===== src/logic/dma_macros.svh =====
`ifndef DMA_MACROS_SVH
`define DMA_MACROS_SVH

// bus widths of the single channel
`define DMA_ADDR_W 8
`define DMA_DATA_W 8
`define DMA_COUNT_W 16

// register offsets seen on cpu_addr while the controller is idle
`define DMA_REG_SRC 4'd0
`define DMA_REG_DST 4'd1
`define DMA_REG_CNT_LO 4'd2
`define DMA_REG_CNT_HI 4'd3
`define DMA_REG_MODE 4'd4
`define DMA_REG_MASK 4'd5
`define DMA_REG_REQ 4'd6
`define DMA_REG_STATUS 4'd7

// the word count wraps to all ones once the last transfer has stepped it
`define DMA_TC_VALUE {`DMA_COUNT_W{1'b1}}

`endif


===== src/logic/dma_pkg.sv =====
`include "dma_macros.svh"

package dma_pkg;

  // transfer type as programmed in the low two bits of the mode register
  // encoding 3 is reserved and produces a bus cycle with no strobes
  typedef enum logic [1:0] {
    xfer_write      = 2'd0,
    xfer_read       = 2'd1,
    xfer_mem_to_mem = 2'd2
  } xfer_type_t;

  // si is idle, s0 waits for hlda, s1 to s4 make up one bus cycle
  typedef enum logic [2:0] {
    si = 3'd0,
    s0 = 3'd1,
    s1 = 3'd2,
    s2 = 3'd3,
    s3 = 3'd4,
    s4 = 3'd5
  } cycle_state_t;

  // mode register contents, bits 2 to 1 hold the transfer type and bit 0 selects a descending address
  typedef struct packed {
    xfer_type_t xfer;
    logic       decrement;
  } mode_t;

  // everything the cycle timer and the datapath need from the registers
  typedef struct packed {
    logic [`DMA_ADDR_W-1:0]  src_addr;
    logic [`DMA_ADDR_W-1:0]  dst_addr;
    logic [`DMA_COUNT_W-1:0] count;
    mode_t                   mode;
    logic                    mask;
    logic                    sw_req;
    // the transfer about to run is the last one
    logic                    terminal_next;
  } channel_t;

  // state and phase describe the current cycle, as do load_buf and step
  // the pin enables describe the cycle that opens at the next edge
  typedef struct packed {
    cycle_state_t state;
    logic         phase;
    logic         aen;
    logic         drive_addr;
    logic         use_dst;
    logic         ior;
    logic         iow;
    logic         memr;
    logic         memw;
    logic         load_buf;
    logic         drive_buf;
    logic         eop;
    logic         step;
  } cycle_ctrl_t;

endpackage


===== src/logic/dma_registers.sv =====
`timescale 1ns/100ps
`include "dma_macros.svh"

module dma_registers (
  input  logic                   dma_if,
  input  logic                   rst,
  input  logic                   cs_n,
  input  logic                   cpu_ior_n,
  input  logic                   cpu_iow_n,
  input  logic [3:0]             cpu_addr,
  input  logic [`DMA_DATA_W-1:0] db_sample,
  input  logic                   hlda,
  input  logic                   step,
  input  logic                   eop,
  output dma_pkg::channel_t      channel,
  output logic [`DMA_DATA_W-1:0] reg_rdata,
  output logic                   reg_rd
);

  logic [`DMA_ADDR_W-1:0]  src_addr;
  logic [`DMA_ADDR_W-1:0]  dst_addr;
  logic [`DMA_COUNT_W-1:0] count;
  logic [`DMA_COUNT_W-1:0] count_next;
  dma_pkg::mode_t          mode;
  logic                    mask;
  logic                    sw_req;
  logic                    tc;
  logic                    reg_wr;

  // the cpu owns the register port only while the bus is not granted
  assign reg_wr = !cs_n && !cpu_iow_n && !hlda;
  assign reg_rd = !cs_n && !cpu_ior_n && !hlda;

  // count after the transfer in flight, it reaches all ones after the last one
  assign count_next = count - 1'b1;

  // addresses and count are loaded by the cpu and walked by the cycle timer
  // the cpu cannot write while hlda is high, so the two never collide
  always_ff @(posedge dma_if) begin
    if (reg_wr) begin
      case (cpu_addr)
        `DMA_REG_SRC: src_addr <= db_sample;
        `DMA_REG_DST: dst_addr <= db_sample;
        `DMA_REG_CNT_LO: count[`DMA_DATA_W-1:0] <= db_sample;
        `DMA_REG_CNT_HI: count[`DMA_COUNT_W-1:`DMA_DATA_W] <= db_sample;
        default: ;
      endcase
    end else if (step) begin
      count <= count_next;
      // the memory address moves on every transfer
      if (mode.decrement) begin
        src_addr <= src_addr - 1'b1;
      end else begin
        src_addr <= src_addr + 1'b1;
      end
      // the destination only moves when memory to memory uses it
      if (mode.xfer == dma_pkg::xfer_mem_to_mem) begin
        if (mode.decrement) begin
          dst_addr <= dst_addr - 1'b1;
        end else begin
          dst_addr <= dst_addr + 1'b1;
        end
      end
    end
  end

  // mode, mask, request and the tc status flag
  always_ff @(posedge dma_if) begin
    if (rst) begin
      mode   <= '0;
      mask   <= 1'b1;
      sw_req <= 1'b0;
      tc     <= 1'b0;
    end else begin
      if (reg_wr) begin
        case (cpu_addr)
          `DMA_REG_MODE: mode <= dma_pkg::mode_t'(db_sample[2:0]);
          `DMA_REG_MASK: mask <= db_sample[0];
          `DMA_REG_REQ: sw_req <= db_sample[0];
          default: ;
        endcase
      end
      // terminal count parks the channel until the cpu unmasks it again
      if (eop) begin
        tc     <= 1'b1;
        mask   <= 1'b1;
        sw_req <= 1'b0;
      end else if (reg_rd && cpu_addr == `DMA_REG_STATUS) begin
        // a status read acknowledges tc
        tc <= 1'b0;
      end
    end
  end

  always_comb begin
    channel.src_addr      = src_addr;
    channel.dst_addr      = dst_addr;
    channel.count         = count;
    channel.mode          = mode;
    channel.mask          = mask;
    channel.sw_req        = sw_req;
    channel.terminal_next = (count_next == `DMA_TC_VALUE);
  end

  // readback mux, status keeps the 8237 layout of tc in bit 0, request in bit 4
  always_comb begin
    reg_rdata = '0;
    case (cpu_addr)
      `DMA_REG_SRC: reg_rdata = src_addr;
      `DMA_REG_DST: reg_rdata = dst_addr;
      `DMA_REG_CNT_LO: reg_rdata = count[`DMA_DATA_W-1:0];
      `DMA_REG_CNT_HI: reg_rdata = count[`DMA_COUNT_W-1:`DMA_DATA_W];
      `DMA_REG_MODE: reg_rdata[2:0] = mode;
      `DMA_REG_MASK: reg_rdata[0] = mask;
      `DMA_REG_REQ: reg_rdata[0] = sw_req;
      `DMA_REG_STATUS: begin
        reg_rdata[0] = tc;
        reg_rdata[4] = sw_req;
      end
      default: reg_rdata = '0;
    endcase
  end

  // the cycle timer may only walk the channel while it owns the bus
  step_needs_grant: assert property (@(posedge dma_if) disable iff (rst) step |-> hlda)
    else $error("step issued while hlda is low");

endmodule


===== src/logic/dma_timing.sv =====
`timescale 1ns/100ps
`include "dma_macros.svh"

module dma_timing (
  input  logic                 dma_if,
  input  logic                 rst,
  input  logic                 dreq,
  input  logic                 hlda,
  input  dma_pkg::channel_t    channel,
  output logic                 hrq,
  output logic                 dack,
  output dma_pkg::cycle_ctrl_t ctrl
);

  dma_pkg::cycle_state_t state;
  dma_pkg::cycle_state_t state_nx;
  logic                  phase;
  logic                  phase_nx;
  logic                  is_write;
  logic                  is_read;
  logic                  is_m2m;
  logic                  req;
  logic                  busy_nx;
  logic                  window_nx;

  assign is_write = (channel.mode.xfer == dma_pkg::xfer_write);
  assign is_read  = (channel.mode.xfer == dma_pkg::xfer_read);
  assign is_m2m   = (channel.mode.xfer == dma_pkg::xfer_mem_to_mem);

  // memory to memory is started by software, the i/o types by the device
  assign req = !channel.mask && (is_m2m ? channel.sw_req : dreq);

  // one transfer per request, so every cycle goes back through si
  // memory to memory runs s1 to s4 twice, phase selects read or write half
  always_comb begin
    state_nx = state;
    phase_nx = phase;
    case (state)
      dma_pkg::si: begin
        if (req) begin
          state_nx = dma_pkg::s0;
          phase_nx = 1'b0;
        end
      end
      dma_pkg::s0: begin
        // hold here for as long as the cpu keeps the bus
        if (hlda) begin
          state_nx = dma_pkg::s1;
        end
      end
      dma_pkg::s1: state_nx = dma_pkg::s2;
      dma_pkg::s2: state_nx = dma_pkg::s3;
      dma_pkg::s3: state_nx = dma_pkg::s4;
      dma_pkg::s4: begin
        if (is_m2m && !phase) begin
          state_nx = dma_pkg::s1;
          phase_nx = 1'b1;
        end else begin
          state_nx = dma_pkg::si;
          phase_nx = 1'b0;
        end
      end
      default: begin
        state_nx = dma_pkg::si;
        phase_nx = 1'b0;
      end
    endcase
  end

  always_ff @(posedge dma_if) begin
    if (rst) begin
      state <= dma_pkg::si;
      phase <= 1'b0;
      hrq   <= 1'b0;
      dack  <= 1'b0;
    end else begin
      state <= state_nx;
      phase <= phase_nx;
      // hrq stays up from s0 until the cycle is back in si
      hrq   <= (state_nx != dma_pkg::si);
      // memory to memory has no device to acknowledge
      dack  <= !is_m2m && (state_nx inside {dma_pkg::s2, dma_pkg::s3, dma_pkg::s4});
    end
  end

  // the datapath registers the pin enables, so they are decoded one state ahead
  assign busy_nx   = state_nx inside {dma_pkg::s1, dma_pkg::s2, dma_pkg::s3, dma_pkg::s4};
  assign window_nx = state_nx inside {dma_pkg::s2, dma_pkg::s3};

  always_comb begin
    ctrl            = '0;
    ctrl.state      = state;
    ctrl.phase      = phase;
    ctrl.aen        = busy_nx;
    ctrl.drive_addr = busy_nx;
    ctrl.use_dst    = is_m2m && phase_nx;
    // io to memory reads the device and writes memory
    ctrl.ior        = window_nx && is_write;
    ctrl.memw       = window_nx && (is_write || (is_m2m && phase_nx));
    // memory to io reads memory and writes the device
    ctrl.memr       = window_nx && (is_read || (is_m2m && !phase_nx));
    ctrl.iow        = window_nx && is_read;
    ctrl.drive_buf  = window_nx && is_m2m && phase_nx;
    // eop marks the s4 that closes the last transfer
    ctrl.eop        = (state_nx == dma_pkg::s4) && channel.terminal_next &&
                      (!is_m2m || phase_nx);
    // the read half ends with the memory byte captured into the buffer
    ctrl.load_buf   = (state == dma_pkg::s3) && is_m2m && !phase;
    ctrl.step       = (state == dma_pkg::s4) && (!is_m2m || phase);
  end

  no_mem_contention: assert property (@(posedge dma_if) disable iff (rst)
    !(ctrl.memr && ctrl.memw))
    else $error("memr and memw requested together");

  no_io_contention: assert property (@(posedge dma_if) disable iff (rst)
    !(ctrl.ior && ctrl.iow))
    else $error("ior and iow requested together");

  // the device may only be acknowledged while the cpu has released the bus
  dack_under_grant: assert property (@(posedge dma_if) disable iff (rst) dack |-> hlda)
    else $error("dack high without hlda");

endmodule


===== src/logic/dma_datapath.sv =====
`timescale 1ns/100ps
`include "dma_macros.svh"

module dma_datapath (
  input  logic                       dma_if,
  input  logic                       rst,
  input  dma_pkg::cycle_ctrl_t       ctrl,
  input  dma_pkg::channel_t          channel,
  input  logic [`DMA_DATA_W-1:0]     reg_rdata,
  input  logic                       reg_rd,
  input  logic [`DMA_DATA_W-1:0]     db_sample,
  output logic [`DMA_DATA_W-1:0]     db_drive,
  output logic                       db_drive_en,
  output logic [`DMA_ADDR_W/2-1:0]   addr_u,
  output logic [`DMA_ADDR_W/2-1:0]   addr_l,
  output logic                       addr_en,
  output logic                       ior_n,
  output logic                       iow_n,
  output logic                       memr_n,
  output logic                       memw_n,
  output logic                       eop_n,
  output logic                       aen,
  output logic                       adstb
);

  logic [`DMA_ADDR_W-1:0] addr_q;
  logic [`DMA_DATA_W-1:0] rd_buf;
  logic                   buf_drive;

  // pin register stage, every strobe changes on the edge that opens its state
  always_ff @(posedge dma_if) begin
    if (rst) begin
      ior_n     <= 1'b1;
      iow_n     <= 1'b1;
      memr_n    <= 1'b1;
      memw_n    <= 1'b1;
      eop_n     <= 1'b1;
      aen       <= 1'b0;
      adstb     <= 1'b0;
      addr_en   <= 1'b0;
      buf_drive <= 1'b0;
    end else begin
      ior_n     <= !ctrl.ior;
      iow_n     <= !ctrl.iow;
      memr_n    <= !ctrl.memr;
      memw_n    <= !ctrl.memw;
      eop_n     <= !ctrl.eop;
      aen       <= ctrl.aen;
      addr_en   <= ctrl.drive_addr;
      buf_drive <= ctrl.drive_buf;
      // address strobe for one cycle when aen first rises, that is in s1
      adstb     <= ctrl.aen && !aen;
    end
  end

  // the address is captured while the registers still hold the current transfer
  // the step at the end of s4 then cannot disturb the pins
  always_ff @(posedge dma_if) begin
    if (ctrl.drive_addr) begin
      addr_q <= ctrl.use_dst ? channel.dst_addr : channel.src_addr;
    end
  end

  // temporary buffer, filled from memory at the end of s3 of the read half
  always_ff @(posedge dma_if) begin
    if (ctrl.load_buf) begin
      rd_buf <= db_sample;
    end
  end

  assign addr_u = addr_q[`DMA_ADDR_W-1:`DMA_ADDR_W/2];
  assign addr_l = addr_q[`DMA_ADDR_W/2-1:0];

  // the data bus carries the buffer in the write half, otherwise cpu readback
  assign db_drive    = buf_drive ? rd_buf : reg_rdata;
  assign db_drive_en = buf_drive || reg_rd;

  // a register read needs hlda low and the buffer needs it high, so both can't drive
  no_bus_fight: assert property (@(posedge dma_if) disable iff (rst)
    !(buf_drive && reg_rd))
    else $error("buffer and register readback both on the data bus");

endmodule


===== src/logic/dma_top.sv =====
`timescale 1ns/100ps
`include "dma_macros.svh"

module dma_top (
  input  logic                     dma_if,
  input  logic                     rst,
  input  logic                     cs_n,
  input  logic                     cpu_ior_n,
  input  logic                     cpu_iow_n,
  input  logic [3:0]               cpu_addr,
  input  logic [`DMA_DATA_W-1:0]   db_sample,
  output logic [`DMA_DATA_W-1:0]   db_drive,
  output logic                     db_drive_en,
  output logic [`DMA_ADDR_W/2-1:0] addr_u,
  output logic [`DMA_ADDR_W/2-1:0] addr_l,
  output logic                     addr_en,
  output logic                     ior_n,
  output logic                     iow_n,
  output logic                     memr_n,
  output logic                     memw_n,
  output logic                     eop_n,
  output logic                     aen,
  output logic                     adstb,
  input  logic                     dreq,
  output logic                     hrq,
  input  logic                     hlda,
  output logic                     dack
);

  dma_pkg::channel_t      channel;
  dma_pkg::cycle_ctrl_t   ctrl;
  logic [`DMA_DATA_W-1:0] reg_rdata;
  logic                   reg_rd;

  // programming registers, walked by step and stopped by eop
  dma_registers u_registers (
    .dma_if    (dma_if),
    .rst       (rst),
    .cs_n      (cs_n),
    .cpu_ior_n (cpu_ior_n),
    .cpu_iow_n (cpu_iow_n),
    .cpu_addr  (cpu_addr),
    .db_sample (db_sample),
    .hlda      (hlda),
    .step      (ctrl.step),
    .eop       (ctrl.eop),
    .channel   (channel),
    .reg_rdata (reg_rdata),
    .reg_rd    (reg_rd)
  );

  dma_timing u_timing (
    .dma_if  (dma_if),
    .rst     (rst),
    .dreq    (dreq),
    .hlda    (hlda),
    .channel (channel),
    .hrq     (hrq),
    .dack    (dack),
    .ctrl    (ctrl)
  );

  dma_datapath u_datapath (
    .dma_if      (dma_if),
    .rst         (rst),
    .ctrl        (ctrl),
    .channel     (channel),
    .reg_rdata   (reg_rdata),
    .reg_rd      (reg_rd),
    .db_sample   (db_sample),
    .db_drive    (db_drive),
    .db_drive_en (db_drive_en),
    .addr_u      (addr_u),
    .addr_l      (addr_l),
    .addr_en     (addr_en),
    .ior_n       (ior_n),
    .iow_n       (iow_n),
    .memr_n      (memr_n),
    .memw_n      (memw_n),
    .eop_n       (eop_n),
    .aen         (aen),
    .adstb       (adstb)
  );

endmodule


===== config.mk =====
export PLATFORM = sky130hd
export DESIGN_NAME = dma_top
export DESIGN_NICKNAME = d
export VERILOG_FILES = /design/src/logic/dma_pkg.sv /design/src/logic/dma_registers.sv /design/src/logic/dma_timing.sv /design/src/logic/dma_datapath.sv /design/src/logic/dma_top.sv
export VERILOG_INCLUDE_DIRS = /design/src /design/src/logic
export SDC_FILE = /design/constraint.sdc
export NUM_CORES = 1
export LEC_CHECK = 0
export ABC_AREA = 1
export BUFFER_PORTS_ARGS = -buffer_cell sky130_fd_sc_hd__buf_2
export CORE_ASPECT_RATIO = 2
export CORE_UTILIZATION = 59
export DETAILED_ROUTE_END_ITERATION = 12
export PLACE_DENSITY_LB_ADDON = 0.25
export SKIP_CTS_REPAIR_TIMING = 1
export SLEW_MARGIN = 40
export SYNTH_ARGS = -nofsm -noshare
export SYNTH_HDL_FRONTEND = slang
export SYNTH_HIERARCHICAL = 1
export SYNTH_SLANG_ARGS = --single-unit

===== constraint.sdc =====
create_clock -name dma_if -period 2.4 [get_ports dma_if]
set_clock_uncertainty 0.05 [all_clocks]
set_input_delay 0.48 -clock dma_if [delete_from_list [all_inputs] [get_ports dma_if]]
set_output_delay 0.48 -clock dma_if [all_outputs]
set_load 0.005 [all_outputs]

==> results of run 1 <==
worst min path at each step:
stage | depth (start not counted) | from | end
final | 1 | db_sample[4] | u_datapath/rd_buf[4]$_DFFE_PP_
after CTS | 1 | db_sample[4] | u_datapath/rd_buf[4]$_DFFE_PP_
after detailed placement | 1 | u_datapath/aen$_SDFF_PP0_ | u_datapath/adstb$_SDFF_PP0_
after global placement | 1 | u_datapath/aen$_SDFF_PP0_ | u_datapath/adstb$_SDFF_PP0_
after floorplan | 1 | u_datapath/aen$_SDFF_PP0_ | u_datapath/adstb$_SDFF_PP0_
after global routing | 1 | db_sample[4] | u_datapath/rd_buf[4]$_DFFE_PP_
metal layers:
| metal | GRT usage [%] | up-vias | part of all wire [%] |
|---|---|---|---|
| li1 | - | 1909 | - |
| met1 | 35.5 | 1819 | 34 |
| met2 | 64.7 | 136 | 53 |
| met3 | 7.75 | 56 | 4.5 |
| met4 | 30.4 | 0 | 8.8 |
| met5 | 0 | - | 0 |
registers in the layout, indices dropped and copies added, names as in the netlist, 3 cells and up:
register,count
u_registers/channel,3
u_registers/count,16
u_datapath/rd_buf,8
u_registers/dst_addr,8
u_registers/src_addr,8
u_timing/state,3
u_datapath/addr_q,8
area by class of cell:
cell class | count | area [um2] | area share [%]
Clock buffer | 11 | 233 | 4.70
Clock inverter | 3 | 38.8 | 0.783
Inverter | 79 | 297 | 5.99
Multi-Input combinational cell | 386 | 2030 | 40.9
Sequential cell | 69 | 1860 | 37.6
Tap cell | 90 | 113 | 2.27
Timing Repair Buffer | 66 | 383 | 7.73
layout by cell type, fill, tap and decap left out, drive strengths merged, types with 3 or more instances in the layout:
| cell type | instances |
|---|---|
| buf | 66 |
| o21ai | 34 |
| xor2 | 9 |
| inv | 79 |
| o2111ai | 4 |
| a21boi | 3 |
| o22ai | 4 |
| nand3 | 42 |
| clkbuf | 11 |
| nor2 | 50 |
| a21oi | 19 |
| nand2 | 180 |
| nor3 | 7 |
| dfxtp | 21 |
| ha | 14 |
| edfxtp | 48 |
| xnor2 | 3 |
worst max-delay path: cells and delay by family:
family | cells | cell delay (ns)
simple gates | 4 | 0.44
compound gates | 3 | 0.43
buf+inv | 3 | 0.42
power groups by stage:
| stage | clock network, mW | logic, mW | registers [mW] |
|---|---|---|---|
| final | 1.23 | 0.146 | 1.28 |
| after global routing | 1.28 | 0.162 | 1.27 |
| after CTS | 1.24 | 0.142 | 1.28 |
| after detailed placement | 0 | 0.141 | 1.30 |
| after global placement | 0 | 0.139 | 1.30 |
| after floorplan | 0 | 0.0738 | 1.30 |
through the flow:
step           cells  utilization, %
2_1_floorplan    546               -
3_3_place_gp     686            66.5
3_5_place_dp     686            66.5
4_1_cts          700            70.4
5_1_grt          704            71.3
6_report         704            71.3
==> results.tsv, run 1 <==
stage	metric	value	unit
sta	fin crit share	95.9	%
critical_path	RR Startpoint	u_registers/count[0]$_DFFE_PP_	
placement	placed cell areas	0.00462	mm2
cts	CTS tree	yes	
pwr	Peak VDD IR	0.000637	V
critical_path	CP max FO	13	
cells_and_area	proportion of layout cells with a drive suffix above 1	19.1	%
floorplanning	Die Span X	61.8	um
critical_path	CP endpoint kind	primary output	
placement	PortBufs	45	
placement	dpl ws	0.0665	ns
cts	Max Root-Sink Buffers	2	
global_routing	first-pass GRT wire length	19300	um
global_routing	vias in the first global route	3875	
critical_path	CP Cell Sequence	buf_2 -> nor2_2 -> buf_4 -> nand2_1 -> o22ai_1 -> a21oi_1 -> o221ai_1 -> nand2_1 -> nand2_1 -> buf_2	
route	iteration count of the initial detailed-routing pass	5	
cells_and_area	Final Cell Area	0.00495	mm2
global_routing	largest net degree at the start of global routing	16	
critical_path	FF-to-FF setup slack	0.28	ns
critical_path	startpoint types	input port	
global_routing	grt ovf	0	
route	Detail Route Antenna Nets	0	
run	max cap viols	0	
pwr	clock share of power	46.3	%
critical_path	CP max-delay cell	o22ai_1	
sta	Rel. slew slack	69.4	%
yosys	syn_nets	581	
pwr	switching portion of total power	20.3	%
floorplanning	FP Rows	43	
global_routing	antenna violations before repair	0	
pwr	Pleak	2.35	nW
route	DR iter-0 viols	257	
sta	worst setup margin	0.0978	ns
pwr	Reg power frac	48.2	%
critical_path	WP data required	1.87	ns
sta	Max Clk Rate	434	MHz
global_routing	GRT Util Overall	37.4	%
cts	H-tree depth	3	
cells_and_area	n_diodes	0	
placement	post-DP HPWL	10100	um
yosys	Gate Count Post-Synth	546	
cts	Clk Latency, worst-skew pair	0.32	ns
critical_path	Critical Path Most Common Cell	nand2_1	
pwr	power per cell area	535	mW/mm2
pwr	Power Total	2.65	mW
route	drt drc	0	
sta	Fin Hold WS	0.299	ns
cts	Clock transition at path regs	0.05	ns
pwr	Psw	538	uW
cts	clock sinks	69	
placement	Final GP Congestion	1.00	
cells_and_area	# nets final	646	
yosys	Syn. warnings	6	
route	Vias	3920	
sta	Final Setup Violations	0	
critical_path	Worst Path Arrival	1.77	ns
critical_path	CP startpoint	cpu_addr[3]	
critical_path	worst reg2reg endpoint	u_registers/sw_req$_SDFFE_PP0P_	
sta	crit path time final	2.30	ns
route	total wire length	12800	um
yosys	Synth Cell Area	0.00422	mm2
cts	CTS root buffer	clkbuf_16	
pwr	internal power	2.11	mW
yosys	Avg Cell Area, Syn	7.74	um2
floorplanning	# IOs	46	
sta	Total Neg Setup Slack	0	ns
outcome	status	complete, no violations	
pwr	power share of the combinational group	5.5	%
critical_path	CP peak stage delay	0.22	ns
floorplanning	core area	0.00694	mm2
sta	unrepaired setup endpoints after global routing	true	
cts	number of CTS-inserted buffers	9	
floorplanning	Die ar.	0.00752	mm2
critical_path	crit path kind	input port to primary output	
sta	Slew @ Worst Pin	0.459	ns
sta	final hold vios	0	
cells_and_area	P&R area growth vs syn	17.2	%
route	vias per inst	5.57	
hold_path	Hold Path Class	input port to flip-flop	
floorplanning	die height	122	um
floorplanning	Initial Utilization	60.9	%
sta	Slew Viols, Final	0	
critical_path	R2R cell count	14	
cells_and_area	# fillers	564	
critical_path	worst setup path end	db_drive[1]	
route	WL/cell	18.1	um
Note: power is estimated with default switching activity, not from simulation.
==> inputs of run 2 (changes only) <==
--- a/config.mk
+++ b/config.mk
@@ -11,6 +11,7 @@
 export CORE_ASPECT_RATIO = 2
 export CORE_UTILIZATION = 59
 export DETAILED_ROUTE_END_ITERATION = 12
+export MAX_ROUTING_LAYER = met4
 export PLACE_DENSITY_LB_ADDON = 0.25
 export SKIP_CTS_REPAIR_TIMING = 1
 export SLEW_MARGIN = 40
==> run 2 against run 1 <==
  * Clock power increased by 3%
  * Worst hold slack got worse by 0.011 ns
  * Fmax increased by 0.26%
  * Die area unchanged
  * Sequential cell count unchanged
  * Via count increased by 1.2%
  * Design area decreased by 0.35%
==> results.tsv, run 2 (same netlist as run 1, synthesis figures left out) <==
stage	metric	value	unit
outcome	status	complete, no violations	
critical_path	startpoint types	input port	
critical_path	worst reg2reg endpoint	u_registers/sw_req$_SDFFE_PP0P_	
floorplanning	Die ar.	0.00752	mm2
sta	crit path time final	2.30	ns
critical_path	CP endpoint kind	primary output	
global_routing	vias in the first global route	3938	
global_routing	first-pass GRT wire length	20100	um
cells_and_area	highest-count cells in the layout ignoring fill and taps	nand2_1 (173), inv_1 (69), edfxtp_1 (48)	
cts	Clock transition at path regs	0.05	ns
critical_path	WP buf/inv	4	
route	iteration count of the initial detailed-routing pass	5	
route	wl on met1	4390	um
critical_path	CP peak stage delay	0.28	ns
sta	fin crit share	95.7	%
global_routing	largest net degree at the start of global routing	29	
route	Detail Route Antenna Nets	0	
cts	CTS root buffer	clkbuf_16	
route	Met3 Routed Length	655	um
cts	H-tree depth	3	
critical_path	CP Cell Sequence	buf_2 -> inv_1 -> nor2_1 -> nand2_1 -> inv_1 -> a21oi_1 -> o221ai_1 -> nand2_1 -> nand2_1 -> buf_2	
route	wire length on met2	7040	um
floorplanning	FP Rows	43	
sta	unrepaired setup endpoints after global routing	false	
critical_path	WP data required	1.87	ns
route	vias per inst	5.65	
pwr	Pleak	2.33	nW
cts	Clk Latency, worst-skew pair	0.34	ns
critical_path	Worst Path Arrival	1.77	ns
sta	final hold vios	0	
cells_and_area	# nets final	642	
critical_path	RR Startpoint	u_registers/count[4]$_DFFE_PP_	
cts	clock sinks	69	
floorplanning	core area	0.00694	mm2
critical_path	CP max FO	6	
pwr	power per cell area	545	mW/mm2
route	DR iter-0 viols	310	
route	Highest Signal Layer	met4	
critical_path	Largest delay share family, worst path	compound AO/OA/AOI/OAI gates	
critical_path	Critical Path Most Common Cell	nand2_1	
global_routing	GRT Util Overall	40.3	%
cts	number of CTS-inserted buffers	9	
cells_and_area	max FFs per register	16	
route	drt drc	0	
cells_and_area	Reg with most FFs	u_registers/count	
cells_and_area	Final Util	71.1	%
floorplanning	# IOs	46	
critical_path	CP Depth	10	
route	total wire length	13100	um
critical_path	crit path kind	input port to primary output	
placement	PortBufs	45	
floorplanning	die height	122	um
critical_path	CP max-delay cell	a21oi_1	
sta	Total Neg Setup Slack	0	ns
cells_and_area	P&R area growth vs syn	16.8	%
critical_path	CP startpoint	cpu_addr[1]	
sta	Rel. slew slack	70.2	%
critical_path	FF-to-FF setup slack	0.21	ns
sta	Slew @ Worst Pin	0.446	ns
sta	Slew Viols, Final	0	
pwr	Power Total	2.69	mW
critical_path	R2R cell count	15	
placement	Final GP Congestion	1.02	
cts	Max Root-Sink Buffers	2	
sta	Max Clk Rate	436	MHz
floorplanning	Die Span X	61.8	um
run	max cap viols	0	
global_routing	antenna violations before repair	0	
pwr	Peak VDD IR	0.000427	V
sta	Final Setup Violations	0	
hold_path	Hold Path Class	input port to flip-flop	
cells_and_area	n_diodes	0	
route	WL/cell	18.7	um
cells_and_area	most common cell after layout, fill and taps aside	nand2_1	
placement	post-DP HPWL	10200	um
critical_path	worst setup path end	db_drive[1]	
cts	CTS tree	yes	
global_routing	grt ovf	0	
floorplanning	Initial Utilization	60.9	%
route	Vias	3967	
cells_and_area	proportion of layout cells with a drive suffix above 1	18.6	%
run 2: worst min path at each step:
stage          cells past startpoint  slack, ns                             end                       from
6_report                           1       0.29  u_datapath/rd_buf[4]$_DFFE_PP_               db_sample[4]
3_5_place_dp                       1       0.37     u_datapath/adstb$_SDFF_PP0_  u_datapath/aen$_SDFF_PP0_
4_1_cts                            1       0.28  u_datapath/rd_buf[3]$_DFFE_PP_               db_sample[3]
2_1_floorplan                      1       0.36     u_datapath/adstb$_SDFF_PP0_  u_datapath/aen$_SDFF_PP0_
3_3_place_gp                       1       0.35     u_datapath/adstb$_SDFF_PP0_  u_datapath/aen$_SDFF_PP0_
5_1_grt                            1       0.27  u_datapath/rd_buf[4]$_DFFE_PP_               db_sample[4]
run 2: power breakdown:
group | switching [mW] | internal [mW]
sequential | 0.00331 | 1.27
clock | 0.475 | 0.791
combinational | 0.0954 | 0.0505
total | 0.574 | 2.11
run 2: final cells by class:
cell class / instances / area (um2)
multi-input combinational: 386 / 2030
clock inverter: 6 / 53.8
timing repair buffer: 62 / 353
tap: 90 / 113
inverter: 79 / 297
sequential: 69 / 1860
fill: 576 / 2010
clock buffer: 10 / 229
run 2: metrics by stage:
step           hold slack (ns)  std cells  cell area (um2)  setup slack, ns
2_1_floorplan            0.364        546             4220            0.261
3_3_place_gp             0.347        684             4600           0.0654
3_5_place_dp             0.368        684             4600           0.0808
4_1_cts                  0.281        700             4880           0.0679
5_1_grt                  0.275        702             4930          0.00172
6_report                 0.288        702             4930            0.104
run 2: per-layer routing:
layer,global-route usage (%),vias up
met5,-,-
met4,30.1,0
met3,9.98,62
met2,65.4,138
met1,39.4,1865
li1,-,1902
==> inputs of run 3 (changes only) <==
--- a/config.mk
+++ b/config.mk
@@ -13,6 +13,7 @@
 export DETAILED_ROUTE_END_ITERATION = 12
 export MAX_ROUTING_LAYER = met4
 export PLACE_DENSITY_LB_ADDON = 0.25
+export REMOVE_ABC_BUFFERS = 1
 export SKIP_CTS_REPAIR_TIMING = 1
 export SLEW_MARGIN = 40
 export SYNTH_ARGS = -nofsm -noshare
==> run 3 against run 2 <==
  * Clock power barely moved
  * Largest power group is now clock
  * Routed wire length fell by 7.7%
  * Combinational power barely moved
  * Utilization rose by 0.56 points
  * Global-route usage fell by 4.2 points
  * Worst hold slack got worse by 0.0094 ns
  * Cell count rose by 0.43%
  * Critical path depth rose by 1
==> results.tsv, run 3 (same netlist as run 1, synthesis figures left out) <==
stage	metric	value	unit
floorplanning	Die ar.	0.00752	mm2
critical_path	CP endpoint kind	primary output	
hold_path	min-delay src	db_sample[7]	
global_routing	vias in the first global route	3909	
floorplanning	die height	122	um
critical_path	CP Cell Sequence	buf_2 -> nor2_1 -> inv_1 -> nor2_2 -> inv_1 -> o22ai_1 -> a31oi_1 -> nand3_1 -> nand2_1 -> nand2_1 -> buf_2	
pwr	Peak VDD IR	0.000582	V
critical_path	CP max-delay cell	nor2_1	
critical_path	CP peak stage delay	0.26	ns
cts	Clock transition at path regs	0.05	ns
pwr	Pleak	2.35	nW
sta	unrepaired setup endpoints after global routing	true	
pwr	power per cell area	547	mW/mm2
cts	CTS tree	yes	
route	Detail Route Antenna Nets	0	
floorplanning	core area	0.00694	mm2
critical_path	startpoint types	input port	
critical_path	CP max FO	6	
global_routing	GRT Util Overall	36.2	%
critical_path	Worst Path Arrival	1.83	ns
run	max cap viols	0	
floorplanning	Initial Utilization	60.9	%
pwr	Power Total	2.72	mW
cts	Max Root-Sink Buffers	2	
placement	PortBufs	45	
placement	post-DP HPWL	9180	um
sta	fin crit share	98.3	%
global_routing	first-pass GRT wire length	18500	um
floorplanning	# IOs	46	
critical_path	R2R cell count	17	
placement	dpl ws	0.0266	ns
sta	final hold vios	0	
hold_path	WHS Endpoint	u_datapath/rd_buf[7]$_DFFE_PP_	
hold_path	Hold Path Class	input port to flip-flop	
route	vias per inst	5.61	
floorplanning	FP Rows	43	
cells_and_area	Finished Layout Cells	705	
cells_and_area	P&R area growth vs syn	17.7	%
cells_and_area	max FFs per register	16	
cts	Clk Latency, worst-skew pair	0.34	ns
global_routing	largest net degree at the start of global routing	29	
placement	Final GP Congestion	0.974	
hold_path	Worst Hold Depth	1	
placement	placed cells	686	
cts	clock sinks	69	
cells_and_area	highest-count cells in the layout ignoring fill and taps	nand2_1 (172), inv_1 (70), edfxtp_1 (48)	
route	WL/cell	17.1	um
critical_path	Largest delay share family, worst path	simple AND/OR/NAND/NOR gates	
route	Vias	3955	
route	iteration count of the initial detailed-routing pass	5	
critical_path	worst reg2reg endpoint	u_registers/sw_req$_SDFFE_PP0P_	
sta	Rel. slew slack	61.6	%
sta	Final Setup Violations	0	
cells_and_area	n_diodes	0	
cells_and_area	Multi-input gate area	0.00203	mm2
route	total wire length	12100	um
sta	Max Clk Rate	424	MHz
critical_path	WP buf/inv	4	
global_routing	antenna violations before repair	0	
route	DR iter-0 viols	319	
cells_and_area	Storage cell area	0.00186	mm2
critical_path	FF-to-FF setup slack	0.14	ns
cts	number of CTS-inserted buffers	9	
critical_path	WP data required	1.87	ns
global_routing	grt ovf	0	
cells_and_area	# fillers	547	
sta	Total Neg Setup Slack	0	ns
cts	H-tree depth	3	
cells_and_area	# nets final	645	
sta	crit path time final	2.36	ns
critical_path	RR Startpoint	u_registers/count[0]$_DFFE_PP_	
sta	Slew Viols, Final	0	
route	drt drc	0	
cells_and_area	most common cell after layout, fill and taps aside	nand2_1	
outcome	status	complete, no violations	
cells_and_area	Reg with most FFs	u_registers/count	
sta	Slew @ Worst Pin	0.575	ns
cts	CTS root buffer	clkbuf_16	
sta	worst setup margin	0.0417	ns
critical_path	crit path kind	input port to primary output	
cells_and_area	proportion of layout cells with a drive suffix above 1	19.8	%
floorplanning	Die Span X	61.8	um
run 3: cell types whose count changed in the layout (fill, tap and decap cells not counted), moves of 2 or more:
cell        change
buf_4           +3
nor2_2          +2
clkinvlp_4      +2
clkinv_1        -2
run 3: how the worst max path moves through the flow:
| stage | to | startpoint | depth (start not counted) | slack, ns |
|---|---|---|---|---|
| 3_5_place_dp | u_registers/sw_req$_SDFFE_PP0P_ | u_registers/count[0]$_DFFE_PP_ | 17 | 0.03 |
| 6_report | db_drive[4] | cpu_addr[3] | 11 | 0.04 |
| 3_3_place_gp | u_registers/sw_req$_SDFFE_PP0P_ | u_registers/count[0]$_DFFE_PP_ | 17 | 0.09 |
| 4_1_cts | u_registers/sw_req$_SDFFE_PP0P_ | u_registers/count[0]$_DFFE_PP_ | 17 | -0.02 |
| 2_1_floorplan | u_registers/count[0]$_DFFE_PP_ | hlda | 3 | -1.29 |
| 5_1_grt | u_registers/sw_req$_SDFFE_PP0P_ | u_registers/count[0]$_DFFE_PP_ | 17 | -0.04 |
run 3: area by class of cell:
type | instances | area share [%]
multi-input cells | 386 | 40.9
flip-flops and latches | 69 | 37.4
repair buffers | 65 | 7.55
inverters | 79 | 5.96
clock buffers | 9 | 4.53
well taps | 90 | 2.26
clock inverters | 7 | 1.33
run 3: routing by layer:
layer	wire [um]	global-route usage (%)	vias to the layer above	part of all wire [%]
met3	839	10.5	56	6.9
li1	-	-	1901	-
met5	0	-	-	0
met2	6300	58.5	191	52
met4	873	26.7	0	7.2
met1	4080	34.6	1807	34
run 3: power by group:
group	leakage (nW)	internal, mW	switching, mW
registers	0.602	1.27	0.00327
clock network	0.135	0.795	0.506
logic	1.61	0.0501	0.0928
run 3: worst register-to-register path: cells and delay by family, from the launching register on:
kind,cells,cell delay (ns)
AOI/OAI and AO/OA,2,0.15
adders and majority gates,1,0.18
buffers and inverters,3,0.29
DFF,1,0.44
and+or+nand+nor,11,1.07
run 3: stage by stage:
step	cell area, um2	utilization, %	hold WS, ns
CTS	4910	70.7	0.272
floorplan	4150	-	0.364
detailed placement	4620	66.5	0.351
global route	4970	71.6	0.274
global placement	4620	66.5	0.349
finish	4970	71.6	0.279
